File: config.mk
export PLATFORM = sky130hd
export DESIGN_NAME = issue_read_operands
export DESIGN_NICKNAME = d
export VERILOG_FILES = /design/src/issue_pkg.sv /design/src/int_regfile.sv /design/src/operand_hazard.sv /design/src/operand_select.sv /design/src/dispatch_regs.sv /design/src/issue_read_operands.sv
export SDC_FILE = /design/constraint.sdc
export NUM_CORES = 2
export LEC_CHECK = 0
export BUFFER_PORTS_ARGS = -buffer_cell sky130_fd_sc_hd__buf_2
export CAP_MARGIN = 20
export CORE_ASPECT_RATIO = 0.8
export CORE_MARGIN = 8
export CORE_UTILIZATION = 30
export CTS_CLUSTER_SIZE = 40
export DETAILED_ROUTE_END_ITERATION = 12
export SYNTH_ARGS = -nofsm -noshare
export SYNTH_HDL_FRONTEND = slang
export SYNTH_SLANG_ARGS = --single-unit
File: constraint.sdc
create_clock -name clk_i -period 7.9 [get_ports clk_i]
set_input_delay 1.58 -clock clk_i [delete_from_list [all_inputs] [get_ports clk_i]]
set_output_delay 1.58 -clock clk_i [all_outputs]
set_load 0.01 [all_outputs]
File: src/issue_pkg.sv
// Issue stage package

package issue_pkg;

    // ------------------------------------------------------------
    // widths and counts
    // ------------------------------------------------------------
    localparam int unsigned XLEN            = 32;
    localparam int unsigned REG_ADDR_W      = 5;
    localparam int unsigned NR_REGS         = 32;
    localparam int unsigned NR_COMMIT_PORTS = 2;
    localparam int unsigned TRANS_ID_W      = 3;

    // ------------------------------------------------------------
    // functional units
    // ------------------------------------------------------------
    // NONE also marks a free entry in the clobber table
    typedef enum logic [2:0] {
        NONE      = 3'd0,
        ALU       = 3'd1,
        CTRL_FLOW = 3'd2,
        LOAD      = 3'd3,
        STORE     = 3'd4,
        MULT      = 3'd5,
        CSR       = 3'd6
    } fu_e;

    // ------------------------------------------------------------
    // operators carried to execute
    // ------------------------------------------------------------
    typedef enum logic [3:0] {
        ADD   = 4'd0,
        SUB   = 4'd1,
        AND   = 4'd2,
        OR    = 4'd3,
        XOR   = 4'd4,
        SLL   = 4'd5,
        SRL   = 4'd6,
        BEQ   = 4'd7,
        BNE   = 4'd8,
        LW    = 4'd9,
        SW    = 4'd10,
        MUL   = 4'd11,
        CSRRW = 4'd12
    } fu_op_e;

endpackage

File: src/int_regfile.sv
// Integer register file

module int_regfile import issue_pkg::*; (
    input  logic                                        clk_i,
    input  logic                                        rst_ni,
    // read ports
    input  logic [REG_ADDR_W-1:0]                       raddr_a_i,
    input  logic [REG_ADDR_W-1:0]                       raddr_b_i,
    output logic [XLEN-1:0]                             rdata_a_o,
    output logic [XLEN-1:0]                             rdata_b_o,
    // commit write ports
    input  logic [NR_COMMIT_PORTS-1:0][REG_ADDR_W-1:0]  waddr_i,
    input  logic [NR_COMMIT_PORTS-1:0][XLEN-1:0]        wdata_i,
    input  logic [NR_COMMIT_PORTS-1:0]                  we_i
);

    // x0 has no storage
    logic [XLEN-1:0] regs_q [1:NR_REGS-1];

    // ------------------------------------------------------------
    // write with later ports overriding earlier ones
    // ------------------------------------------------------------
    always_ff @(posedge clk_i or negedge rst_ni) begin
        if (!rst_ni) begin
            for (int i = 1; i < NR_REGS; i++) begin
                regs_q[i] <= '0;
            end
        end else begin
            for (int p = 0; p < NR_COMMIT_PORTS; p++) begin
                if (we_i[p] && (waddr_i[p] != '0)) begin
                    regs_q[waddr_i[p]] <= wdata_i[p];
                end
            end
        end
    end

    // ------------------------------------------------------------
    // combinational read
    // ------------------------------------------------------------
    // writes in the same cycle are not visible here
    assign rdata_a_o = (raddr_a_i == '0) ? '0 : regs_q[raddr_a_i];
    assign rdata_b_o = (raddr_b_i == '0) ? '0 : regs_q[raddr_b_i];

endmodule

File: src/operand_hazard.sv
// Issue hazard and acknowledge logic

module operand_hazard import issue_pkg::*; (
    input  logic                                        instr_valid_i,
    input  fu_e                                         fu_i,
    input  logic [REG_ADDR_W-1:0]                       rs1_i,
    input  logic [REG_ADDR_W-1:0]                       rs2_i,
    input  logic [REG_ADDR_W-1:0]                       rd_i,
    input  logic                                        use_zimm_i,
    input  logic                                        ex_valid_i,
    // scoreboard state
    input  fu_e  [NR_REGS-1:0]                          rd_clobber_i,
    input  logic                                        fwd_rs1_valid_i,
    input  logic                                        fwd_rs2_valid_i,
    // unit readiness
    input  logic                                        alu_ready_i,
    input  logic                                        branch_ready_i,
    input  logic                                        lsu_ready_i,
    // commit ports
    input  logic [NR_COMMIT_PORTS-1:0][REG_ADDR_W-1:0]  waddr_i,
    input  logic [NR_COMMIT_PORTS-1:0]                  we_i,
    // multiply dispatched last cycle
    input  logic                                        mult_pending_i,
    output logic                                        forward_rs1_o,
    output logic                                        forward_rs2_o,
    output logic                                        issue_ack_o,
    output logic                                        dispatch_o
);

    logic fu_busy;
    logic rs1_pending;
    logic rs2_pending;
    logic stall;
    logic rd_free;

    // ------------------------------------------------------------
    // unit busy
    // ------------------------------------------------------------
    // mult shares the alu port, csr shares the branch port
    always_comb begin : unit_busy
        case (fu_i)
            ALU, MULT:      fu_busy = !alu_ready_i;
            CTRL_FLOW, CSR: fu_busy = !branch_ready_i;
            LOAD, STORE:    fu_busy = !lsu_ready_i;
            default:        fu_busy = 1'b0;
        endcase
    end

    // ------------------------------------------------------------
    // source operands
    // ------------------------------------------------------------
    // zimm replaces rs1, so there is nothing to wait for
    assign rs1_pending = !use_zimm_i && (rd_clobber_i[rs1_i] != NONE);
    assign rs2_pending = rd_clobber_i[rs2_i] != NONE;

    // csr results only arrive through the register file
    assign forward_rs1_o = rs1_pending && fwd_rs1_valid_i && (rd_clobber_i[rs1_i] != CSR);
    assign forward_rs2_o = rs2_pending && fwd_rs2_valid_i && (rd_clobber_i[rs2_i] != CSR);

    assign stall = (rs1_pending && !forward_rs1_o) || (rs2_pending && !forward_rs2_o);

    // ------------------------------------------------------------
    // write after write
    // ------------------------------------------------------------
    always_comb begin : rd_check
        rd_free = rd_clobber_i[rd_i] == NONE;
        // a commit writing rd this cycle releases it
        for (int p = 0; p < NR_COMMIT_PORTS; p++) begin
            if (we_i[p] && (waddr_i[p] == rd_i)) begin
                rd_free = 1'b1;
            end
        end
    end

    always_comb begin : issue_ack
        issue_ack_o = 1'b0;
        if (instr_valid_i) begin
            if (!stall && !fu_busy && rd_free) begin
                issue_ack_o = 1'b1;
            end
            // exceptions and unit-less instructions pass through
            if ((ex_valid_i && !fu_busy) || (fu_i == NONE)) begin
                issue_ack_o = 1'b1;
            end
        end
        // keep the fixed latency result bus free of contention
        if (mult_pending_i && (fu_i != MULT)) begin
            issue_ack_o = 1'b0;
        end
    end

    assign dispatch_o = issue_ack_o && !ex_valid_i;

endmodule

File: src/operand_select.sv
// Operand selection

module operand_select import issue_pkg::*; (
    input  logic [XLEN-1:0]       rf_rs1_i,
    input  logic [XLEN-1:0]       rf_rs2_i,
    input  logic [XLEN-1:0]       fwd_rs1_data_i,
    input  logic [XLEN-1:0]       fwd_rs2_data_i,
    input  logic                  forward_rs1_i,
    input  logic                  forward_rs2_i,
    input  logic [REG_ADDR_W-1:0] rs1_i,
    input  logic [XLEN-1:0]       imm_i,
    input  logic [XLEN-1:0]       pc_i,
    input  logic                  use_imm_i,
    input  logic                  use_pc_i,
    input  logic                  use_zimm_i,
    input  fu_e                   fu_i,
    output logic [XLEN-1:0]       operand_a_o,
    output logic [XLEN-1:0]       operand_b_o,
    output logic [XLEN-1:0]       imm_o
);

    always_comb begin : select_a
        operand_a_o = forward_rs1_i ? fwd_rs1_data_i : rf_rs1_i;
        if (use_pc_i) begin
            operand_a_o = pc_i;
        end
        // zimm is the raw rs1 field, zero extended
        if (use_zimm_i) begin
            operand_a_o = {{(XLEN-REG_ADDR_W){1'b0}}, rs1_i};
        end
    end

    always_comb begin : select_b
        operand_b_o = forward_rs2_i ? fwd_rs2_data_i : rf_rs2_i;
        // stores and branches keep rs2 and pass the immediate separately
        if (use_imm_i && (fu_i != STORE) && (fu_i != CTRL_FLOW)) begin
            operand_b_o = imm_i;
        end
    end

    assign imm_o = imm_i;

endmodule

File: src/dispatch_regs.sv
// ID to EX pipeline register

module dispatch_regs import issue_pkg::*; (
    input  logic                  clk_i,
    input  logic                  rst_ni,
    input  logic                  flush_i,
    input  logic                  dispatch_i,
    input  fu_e                   fu_i,
    input  fu_op_e                op_i,
    input  logic [XLEN-1:0]       operand_a_i,
    input  logic [XLEN-1:0]       operand_b_i,
    input  logic [XLEN-1:0]       imm_i,
    input  logic [TRANS_ID_W-1:0] trans_id_i,
    input  logic [XLEN-1:0]       pc_i,
    input  logic                  is_compressed_i,
    // unit strobes
    output logic                  alu_valid_o,
    output logic                  branch_valid_o,
    output logic                  lsu_valid_o,
    output logic                  mult_valid_o,
    output logic                  csr_valid_o,
    // payload toward execute
    output fu_e                   fu_o,
    output fu_op_e                operator_o,
    output logic [XLEN-1:0]       operand_a_o,
    output logic [XLEN-1:0]       operand_b_o,
    output logic [XLEN-1:0]       imm_o,
    output logic [TRANS_ID_W-1:0] trans_id_o,
    output logic [XLEN-1:0]       pc_o,
    output logic                  is_compressed_o
);

    logic [4:0] valid_n;
    logic [4:0] valid_q;
    logic       is_branch;

    // ------------------------------------------------------------
    // unit strobes
    // ------------------------------------------------------------
    // bit order: alu, branch, lsu, mult, csr
    always_comb begin : strobe_decode
        valid_n = '0;
        if (dispatch_i) begin
            case (fu_i)
                ALU:         valid_n[0] = 1'b1;
                CTRL_FLOW:   valid_n[1] = 1'b1;
                LOAD, STORE: valid_n[2] = 1'b1;
                MULT:        valid_n[3] = 1'b1;
                CSR:         valid_n[4] = 1'b1;
                default:     valid_n = '0;
            endcase
        end
    end

    // flush drops the strobes so no unit starts on stale operands
    always_ff @(posedge clk_i or negedge rst_ni) begin
        if (!rst_ni) begin
            valid_q <= '0;
        end else if (flush_i) begin
            valid_q <= '0;
        end else begin
            valid_q <= valid_n;
        end
    end

    assign {csr_valid_o, mult_valid_o, lsu_valid_o, branch_valid_o, alu_valid_o} = valid_q;

    // ------------------------------------------------------------
    // payload
    // ------------------------------------------------------------
    // pc only matters to the branch unit
    assign is_branch = dispatch_i && (fu_i == CTRL_FLOW);

    always_ff @(posedge clk_i or negedge rst_ni) begin
        if (!rst_ni) begin
            fu_o            <= NONE;
            operator_o      <= ADD;
            operand_a_o     <= '0;
            operand_b_o     <= '0;
            imm_o           <= '0;
            trans_id_o      <= '0;
            pc_o            <= '0;
            is_compressed_o <= 1'b0;
        end else begin
            fu_o            <= fu_i;
            operator_o      <= op_i;
            operand_a_o     <= operand_a_i;
            operand_b_o     <= operand_b_i;
            imm_o           <= imm_i;
            trans_id_o      <= trans_id_i;
            pc_o            <= is_branch ? pc_i : '0;
            is_compressed_o <= is_branch && is_compressed_i;
        end
    end

endmodule

File: src/issue_read_operands.sv
// Issue and operand read stage

module issue_read_operands import issue_pkg::*; (
    input  logic                                        clk_i,
    input  logic                                        rst_ni,
    input  logic                                        flush_i,
    // instruction from the scoreboard
    input  logic                                        instr_valid_i,
    input  fu_e                                         fu_i,
    input  fu_op_e                                      op_i,
    input  logic [REG_ADDR_W-1:0]                       rs1_i,
    input  logic [REG_ADDR_W-1:0]                       rs2_i,
    input  logic [REG_ADDR_W-1:0]                       rd_i,
    input  logic [XLEN-1:0]                             imm_i,
    input  logic [XLEN-1:0]                             pc_i,
    input  logic [TRANS_ID_W-1:0]                       trans_id_i,
    input  logic                                        use_imm_i,
    input  logic                                        use_pc_i,
    input  logic                                        use_zimm_i,
    input  logic                                        is_compressed_i,
    input  logic                                        ex_valid_i,
    output logic                                        issue_ack_o,
    // scoreboard lookup
    input  fu_e  [NR_REGS-1:0]                          rd_clobber_i,
    output logic [REG_ADDR_W-1:0]                       rs1_o,
    output logic [REG_ADDR_W-1:0]                       rs2_o,
    input  logic [XLEN-1:0]                             fwd_rs1_data_i,
    input  logic                                        fwd_rs1_valid_i,
    input  logic [XLEN-1:0]                             fwd_rs2_data_i,
    input  logic                                        fwd_rs2_valid_i,
    // execute units
    input  logic                                        alu_ready_i,
    input  logic                                        branch_ready_i,
    input  logic                                        lsu_ready_i,
    output logic                                        alu_valid_o,
    output logic                                        branch_valid_o,
    output logic                                        lsu_valid_o,
    output logic                                        mult_valid_o,
    output logic                                        csr_valid_o,
    output fu_e                                         fu_o,
    output fu_op_e                                      operator_o,
    output logic [XLEN-1:0]                             operand_a_o,
    output logic [XLEN-1:0]                             operand_b_o,
    output logic [XLEN-1:0]                             imm_o,
    output logic [TRANS_ID_W-1:0]                       trans_id_o,
    output logic [XLEN-1:0]                             pc_o,
    output logic                                        is_compressed_o,
    // commit ports
    input  logic [NR_COMMIT_PORTS-1:0][REG_ADDR_W-1:0]  waddr_i,
    input  logic [NR_COMMIT_PORTS-1:0][XLEN-1:0]        wdata_i,
    input  logic [NR_COMMIT_PORTS-1:0]                  we_i
);

    logic [XLEN-1:0] rf_rs1, rf_rs2;
    logic            forward_rs1, forward_rs2;
    logic            dispatch;
    logic [XLEN-1:0] operand_a_n, operand_b_n, imm_n;

    assign rs1_o = rs1_i;
    assign rs2_o = rs2_i;

    int_regfile i_int_regfile (
        .clk_i, .rst_ni, .raddr_a_i(rs1_i), .raddr_b_i(rs2_i),
        .rdata_a_o(rf_rs1), .rdata_b_o(rf_rs2), .waddr_i, .wdata_i, .we_i
    );

    operand_hazard i_operand_hazard (
        .instr_valid_i, .fu_i, .rs1_i, .rs2_i, .rd_i, .use_zimm_i, .ex_valid_i,
        .rd_clobber_i, .fwd_rs1_valid_i, .fwd_rs2_valid_i, .alu_ready_i,
        .branch_ready_i, .lsu_ready_i, .waddr_i, .we_i, .mult_pending_i(mult_valid_o),
        .forward_rs1_o(forward_rs1), .forward_rs2_o(forward_rs2), .issue_ack_o,
        .dispatch_o(dispatch)
    );

    operand_select i_operand_select (
        .rf_rs1_i(rf_rs1), .rf_rs2_i(rf_rs2), .fwd_rs1_data_i, .fwd_rs2_data_i,
        .forward_rs1_i(forward_rs1), .forward_rs2_i(forward_rs2), .rs1_i, .imm_i, .pc_i,
        .use_imm_i, .use_pc_i, .use_zimm_i, .fu_i,
        .operand_a_o(operand_a_n), .operand_b_o(operand_b_n), .imm_o(imm_n)
    );

    dispatch_regs i_dispatch_regs (
        .clk_i, .rst_ni, .flush_i, .dispatch_i(dispatch), .fu_i, .op_i,
        .operand_a_i(operand_a_n), .operand_b_i(operand_b_n), .imm_i(imm_n), .trans_id_i,
        .pc_i, .is_compressed_i, .alu_valid_o, .branch_valid_o, .lsu_valid_o, .mult_valid_o,
        .csr_valid_o, .fu_o, .operator_o, .operand_a_o, .operand_b_o, .imm_o, .trans_id_o,
        .pc_o, .is_compressed_o
    );

endmodule

-- Word-level counts from Yosys, hierarchy flattened
Cells that the tools add are included.
- bits in registers: 1136
- output and inout bits: 155
- input port bits: 339
- bitwise logic cells: 4
- reduce and logical (&&, ||, !) cells: 44
- magnitude comparators: 9
- equal/unequal tests: 13
- multiplexer cells: 42
- operators with widths (operator ; count):
    992-bit bitwise mux ; 2
    992-bit 2-to-1 mux ; 2
    32-bit 2-to-1 mux ; 14
    32-bit binary-select mux with 5-bit select ; 2
    32-bit demux with 5-bit select ; 2
    3-bit binary-select mux with 5-bit select ; 3
    6-bit greater-or-equal comparator, second input constant ; 4
    5-bit NOT with 6-bit output ; 4
    1-bit logical AND ; 22
    5-bit by 6-bit less-than comparator with 1-bit output, second input constant ; 3
    6-bit by 1-bit less-than comparator with 1-bit output, second input constant ; 2
    3-bit != test, second input constant ; 4
    1-bit 2-to-1 mux ; 11
    5-bit == test ; 2
    5-bit logical NOT ; 2
    5-bit 2-to-1 mux ; 2
    5-bit nonzero test ; 2
    3-bit == test, second input constant ; 3
    1-bit logical NOT ; 9
    3-bit 2-to-1 mux ; 3
    3-bit by 2-bit == test with 1-bit output, second input constant ; 2
    3-bit logical NOT ; 2
    3-bit nonzero test ; 2
    2-bit OR reduction ; 3
    other kinds (4) ; 5

-- Longest topological paths before layout
- word-level depth: 19
- gate-level depth with buffers: 13

-- By module
A second synthesis with hierarchy kept.
- cell total of the unflattened synthesis: 6504
- area total of the unflattened synthesis: 70370.0 um^2
- by module, submodules not included (module ; area each (um^2) ; cells each ; instances ; sequential area each (um^2)):
    int_regfile ; 62033.2 ; 5873 ; 1 ; 24823.8
    dispatch_regs ; 3935.0 ; 192 ; 1 ; 3603.5
    operand_hazard ; 2257.2 ; 211 ; 1 ; 0.0
    operand_select ; 2069.5 ; 218 ; 1 ; 0.0
    issue_read_operands ; 75.1 ; 10 ; 1 ; 0.0

-- Least setup slack after synthesis
No wires, ideal clock.
- kind: input -> output
- start: input port rs2_i[0]
- end: output port issue_ack_o
- arrival time: 3.625 ns
- slack: 2.695 ns
- stages on the path: 9
- buffers on the path: 2
- cell sequence: buf_4 mux4_2 mux4_2 nand2_1 nand3_1 o2bb2ai_1 clkbuf_1 nand3b_1 a21oi_1
- cells in the longest elaborated chain, start to end: 15
- elaborated cells on any way between the ends: 16
- classes of those cells: eq/ne (1); mux (6); reduce/logical (9)
- ends and longest elaborated chain (item ; line ; RTL):
    start: declaration ; issue_read_operands.sv:12 ; input logic [REG_ADDR_W-1:0] rs2_i,
    3-bit binary-select mux with 5-bit select * ; operand_hazard.sv:54, operand_hazard.sv:58 ;
    3-bit 2-to-1 mux (implied by the code) * ; operand_hazard.sv:54, operand_hazard.sv:58 ;
    3-bit nonzero test ; operand_hazard.sv:54 ; assign rs2_pending = rd_clobber_i[rs2_i] != NONE;
    1-bit logical AND (2 in a row) ; operand_hazard.sv:58 ; assign forward_rs2_o = rs2_pending && fwd_rs2_valid_i && (rd_clobber_i[rs2_i] != CSR);
    1-bit logical NOT ; operand_hazard.sv:60 ; assign stall = (rs1_pending && !forward_rs1_o) || (rs2_pending && !forward_rs2_o);
    1-bit logical AND * ; operand_hazard.sv:60 ;
    1-bit logical OR * ; operand_hazard.sv:60 ;
    1-bit logical NOT * ; operand_hazard.sv:78 ; if (!stall && !fu_busy && rd_free) begin
    1-bit logical AND * (2 in a row) ; operand_hazard.sv:78 ;
    1-bit 2-to-1 mux * ; operand_hazard.sv:78 ;
    1-bit 2-to-1 mux * ; operand_hazard.sv:82 ; if ((ex_valid_i && !fu_busy) || (fu_i == NONE)) begin
    1-bit 2-to-1 mux * ; operand_hazard.sv:77 ; if (instr_valid_i) begin
    1-bit 2-to-1 mux * ; operand_hazard.sv:87 ; if (mult_pending_i && (fu_i != MULT)) begin
    end: declaration ; issue_read_operands.sv:22 ; output logic issue_ack_o,
Every way passes the cells marked *; elsewhere a longest branch is shown, timed or not. The select of a mux whose other input is x is not followed.

-- Worst setup path after layout
Ends and elaborated chain as after synthesis.

==> results.yml <==
run_status:
  status: "completed"
grt:
  grt_start_max_net_pins: 165
  use_met1: 0.2924
  antenna_found_initial: 74
  grt-ovfl-total: 0
  grtUsageMet2: 0.3461
  busiest_layer: "met2"
  grt_pass1_vias: 55440
  grt_pass1_wl_um: 418700
  globalRouteTotalUtil: 0.2298
  grt_util_met3: 0.07747
synthesis:
  ys_ff_latch: 1136
  yosys.area_share.simple: 0.08357
  synth_xor_area_frac: 0.001638
  synth.yosys.seq_area_share: 0.4090
  syn_nets: 6603
  synth_adder_area_share: 0
  syn-mean-instance-area_um2: 11.10
  synthFlopType: "dfrtp_1"
  synth_cells: 6264
  synthMuxAreaShare: 0.3534
  synth_edf_count: 0
  async_flop_share: 1.000
  synth_compound_area_frac: 0.1081
  yosysUniqueCellTypes: 64
  syn_area_um2: 69510
  ys_warn_count: 0
  synth_top_family_by_area: "multiplexers"
floorplanning:
  core_region_area_um2: 231100
  die_w_um: 554.2
  start_util: 0.3008
  dieArea_um2: 247500
  chipHeight_um: 446.5
  rows: 158
  ios: 494
clock_network:
  cts-root-buf: "clkbuf_16"
  post_cts_buffers: 0
  htree_levels: 4
  cts_buffers: 140
  clk_pin_slew_ns: 0.06
  cts_tree: "done"
  cts.sinks: 1136
  clockBufferDepth: 4
  cts_hold_buffers: 0
  clock_latency_ns: 0.83
  cts_resized: 0
layout:
  syn2layout_area_growth_pct: 13.52
  nNetsFinal: 6606
  drive_above_1_share: 0.2548
  fillers: 22650
  utilization: 0.3415
  stdcell_area_um2: 78910
setup_path:
  cp.buffers_inverters: 3
  endpoint_kind: "primary output"
  critPathMaxFanout: 66
  cp_top_family: "multiplexers"
  max_stage_delay_ns: 0.66
  worst_setup_path_start_kind: "input port"
  cp.arrival_ns: 4.84
  timing.reg2reg.setup_slack_ns: 5.18
  path_common_cell: "mux4_2"
  cp_cell_sequence: "buf_8, mux4_2, mux4_2, nand2_1, nand3_1, o2bb2ai_2, buf_4, nand3b_1, a21oi_1, buf_2"
  critPathKind: "in2out"
  cp.required_ns: 6.32
  slowest_stage: "mux4_2"
detailed_routing:
  first_pass_iters: 6
  routed_via_density: 6.009
  wl_per_cell_um: 31.38
  drc: 0
  drt-total-wl_um: 295600
  num_vias: 56620
  postRouteAntennaNets: 0
  drt_iter0_markers: 7946
placement:
  dp_hpwl_um: 174600
  dpl_cell_area_um2: 74340
  port-buffer-count: 493
  gp_congestion: 0.9046
  pre_cts_slack_ns: 1.513
timing:
  period_needed_ns: 6.417
  whs_ns: 0.5884
  setup_ws_ns: 1.483
  rsz0062_at_grt: "false"
  skew_ns: 0.07600
  max_freq_ghz: 0.1558
  drv_slew: 0
  finalSetupViolations: 0
  hold_viol_final: 0
  tightest_slew_ns: 1.265
  fin_crit_sh: 0.8123
  slew_headroom: 0.1567
  tns_ns: 0
power:
  cellLeakagePower_nw: 32.84
  p_per_area_nw_per_um2: 253.1
  ir_drop_mv: 0.1387
worst_hold_path:
  hold_path_class: "reg2reg"
job:
  max_cap_violations: 0
==> tightest hold or removal path: stages (launching register included) <==
cell and delay [ns]:
dfrtp_1 0.36, a32oi_1 0.06, o21ai_0 0.13
==> cell usage in the layout, fill, tap and decap left out, types with 8 or more instances in the layout <==
master / instances
nand2_2: 8
a22o_1: 65
clkbuf_8: 19
mux2i_1: 964
nor3_1: 47
buf_4: 107
and4_1: 33
nor2_1: 643
nor2b_1: 13
nand3_1: 18
clkbuf_1: 38
nand2b_1: 10
a221oi_1: 36
clkbuf_16: 145
nand2_4: 18
bufinv_16: 10
dfrtp_1: 1136
mux2_2: 106
nor2_4: 27
clkinv_2: 12
a21oi_1: 532
nor4_1: 18
mux4_2: 607
a22oi_1: 10
buf_2: 483
diode_2: 25
nand2_1: 508
a2111oi_2: 15
a32oi_1: 97
o21ai_0: 479
buf_12: 11
a2111oi_1: 12
xor2_1: 9
==> power breakdown <==
part | total (mW) | internal [mW] | switching, mW
combinational | 5.11 | 2.68 | 2.43
clock | 6.55 | 3.86 | 2.69
sequential | 8.31 | 7.24 | 1.08
==> per-layer routing <==
metal / wire length (um) / vias to the layer above
li1: - / 23280
met1: 111400 / 28470
met2: 129600 / 3881
met3: 36410 / 961
met4: 18050 / 26
met5: 154 / -
==> through the flow <==
| step | power, mW | instances |
|---|---|---|
| 6_report | 19.97 | 9422 |
| 3_5_place_dp | 13.42 | 9163 |
| 5_1_grt | 20.83 | 9410 |
| 4_1_cts | 19.99 | 9395 |
| 3_3_place_gp | 13.17 | 9161 |
| 2_1_floorplan | 11.63 | 6264 |
==> final timing paths <==
kind / startpoint / endpoint / cells past startpoint
max: rs2_i[0] / issue_ack_o / 10
min: i_int_regfile.regs_q[723] / i_int_regfile.regs_q[723] / 2
max reg2reg: i_int_regfile.regs_q[11] / i_dispatch_regs.operand_b_o[11] / 4
min reg2reg: i_int_regfile.regs_q[723] / i_int_regfile.regs_q[723] / 2
max in group asynchronous: rst_ni / i_int_regfile.regs_q[586] / 2
min in group asynchronous: rst_ni / i_int_regfile.regs_q[731] / 1
==> cells in the mapped netlist, drive strengths merged (6+ instances only) <==
master / n / area share
a22oi: 10 / 0.0011
a221oi: 36 / 0.0045
xor2: 9 / 0.0011
mux2: 106 / 0.017
o21ai: 481 / 0.035
mux4: 609 / 0.20
nand2b: 10 / 0.00090
clkbuf: 572 / 0.031
nor2: 670 / 0.036
a2111oi: 27 / 0.0050
nor4: 20 / 0.0018
mux2i: 964 / 0.14
a22o: 65 / 0.0082
a211oi: 7 / 0.00076
and3: 8 / 0.00072
dfrtp: 1136 / 0.41
a32oi: 97 / 0.012
nor2b: 17 / 0.0015
nand2: 534 / 0.029
buf: 176 / 0.013
nand3: 23 / 0.0017
o22ai: 6 / 0.00054
and4: 33 / 0.0042
nor3: 53 / 0.0038
a21oi: 533 / 0.039
==> flip-flops by register name (all words and copies together) (netlist names) <==
signal / flops
i_int_regfile.regs_q: 992
i_dispatch_regs.imm_o: 32
i_dispatch_regs.operand_a_o: 32
i_dispatch_regs.operand_b_o: 32
i_dispatch_regs.pc_o: 32
i_dispatch_regs.valid_q: 5
i_dispatch_regs.operator_o: 4
i_dispatch_regs.fu_o: 3
i_dispatch_regs.trans_id_o: 3
i_dispatch_regs.is_compressed_o: 1
==> cells by family after synthesis <==
kind of cell,count (synthesis)
mux,1679
simple gates,1401
compound gates,1281
flops,1136
buf+inv,754
xor+xnor,13
==> layout make-up <==
cell class	count	area, um^2	share of cell area
Antenna cell	25	62.56	0.0007928
Clock buffer	202	4033	0.05110
Clock inverter	30	431.7	0.005470
Inverter	6	25.02	0.0003171
Multi-Input combinational cell	4374	38540	0.4885
Sequential cell	1136	28430	0.3603
Tap cell	3040	3804	0.04820
Timing Repair Buffer	609	3582	0.04540
(Power assumes the default switching activity.)
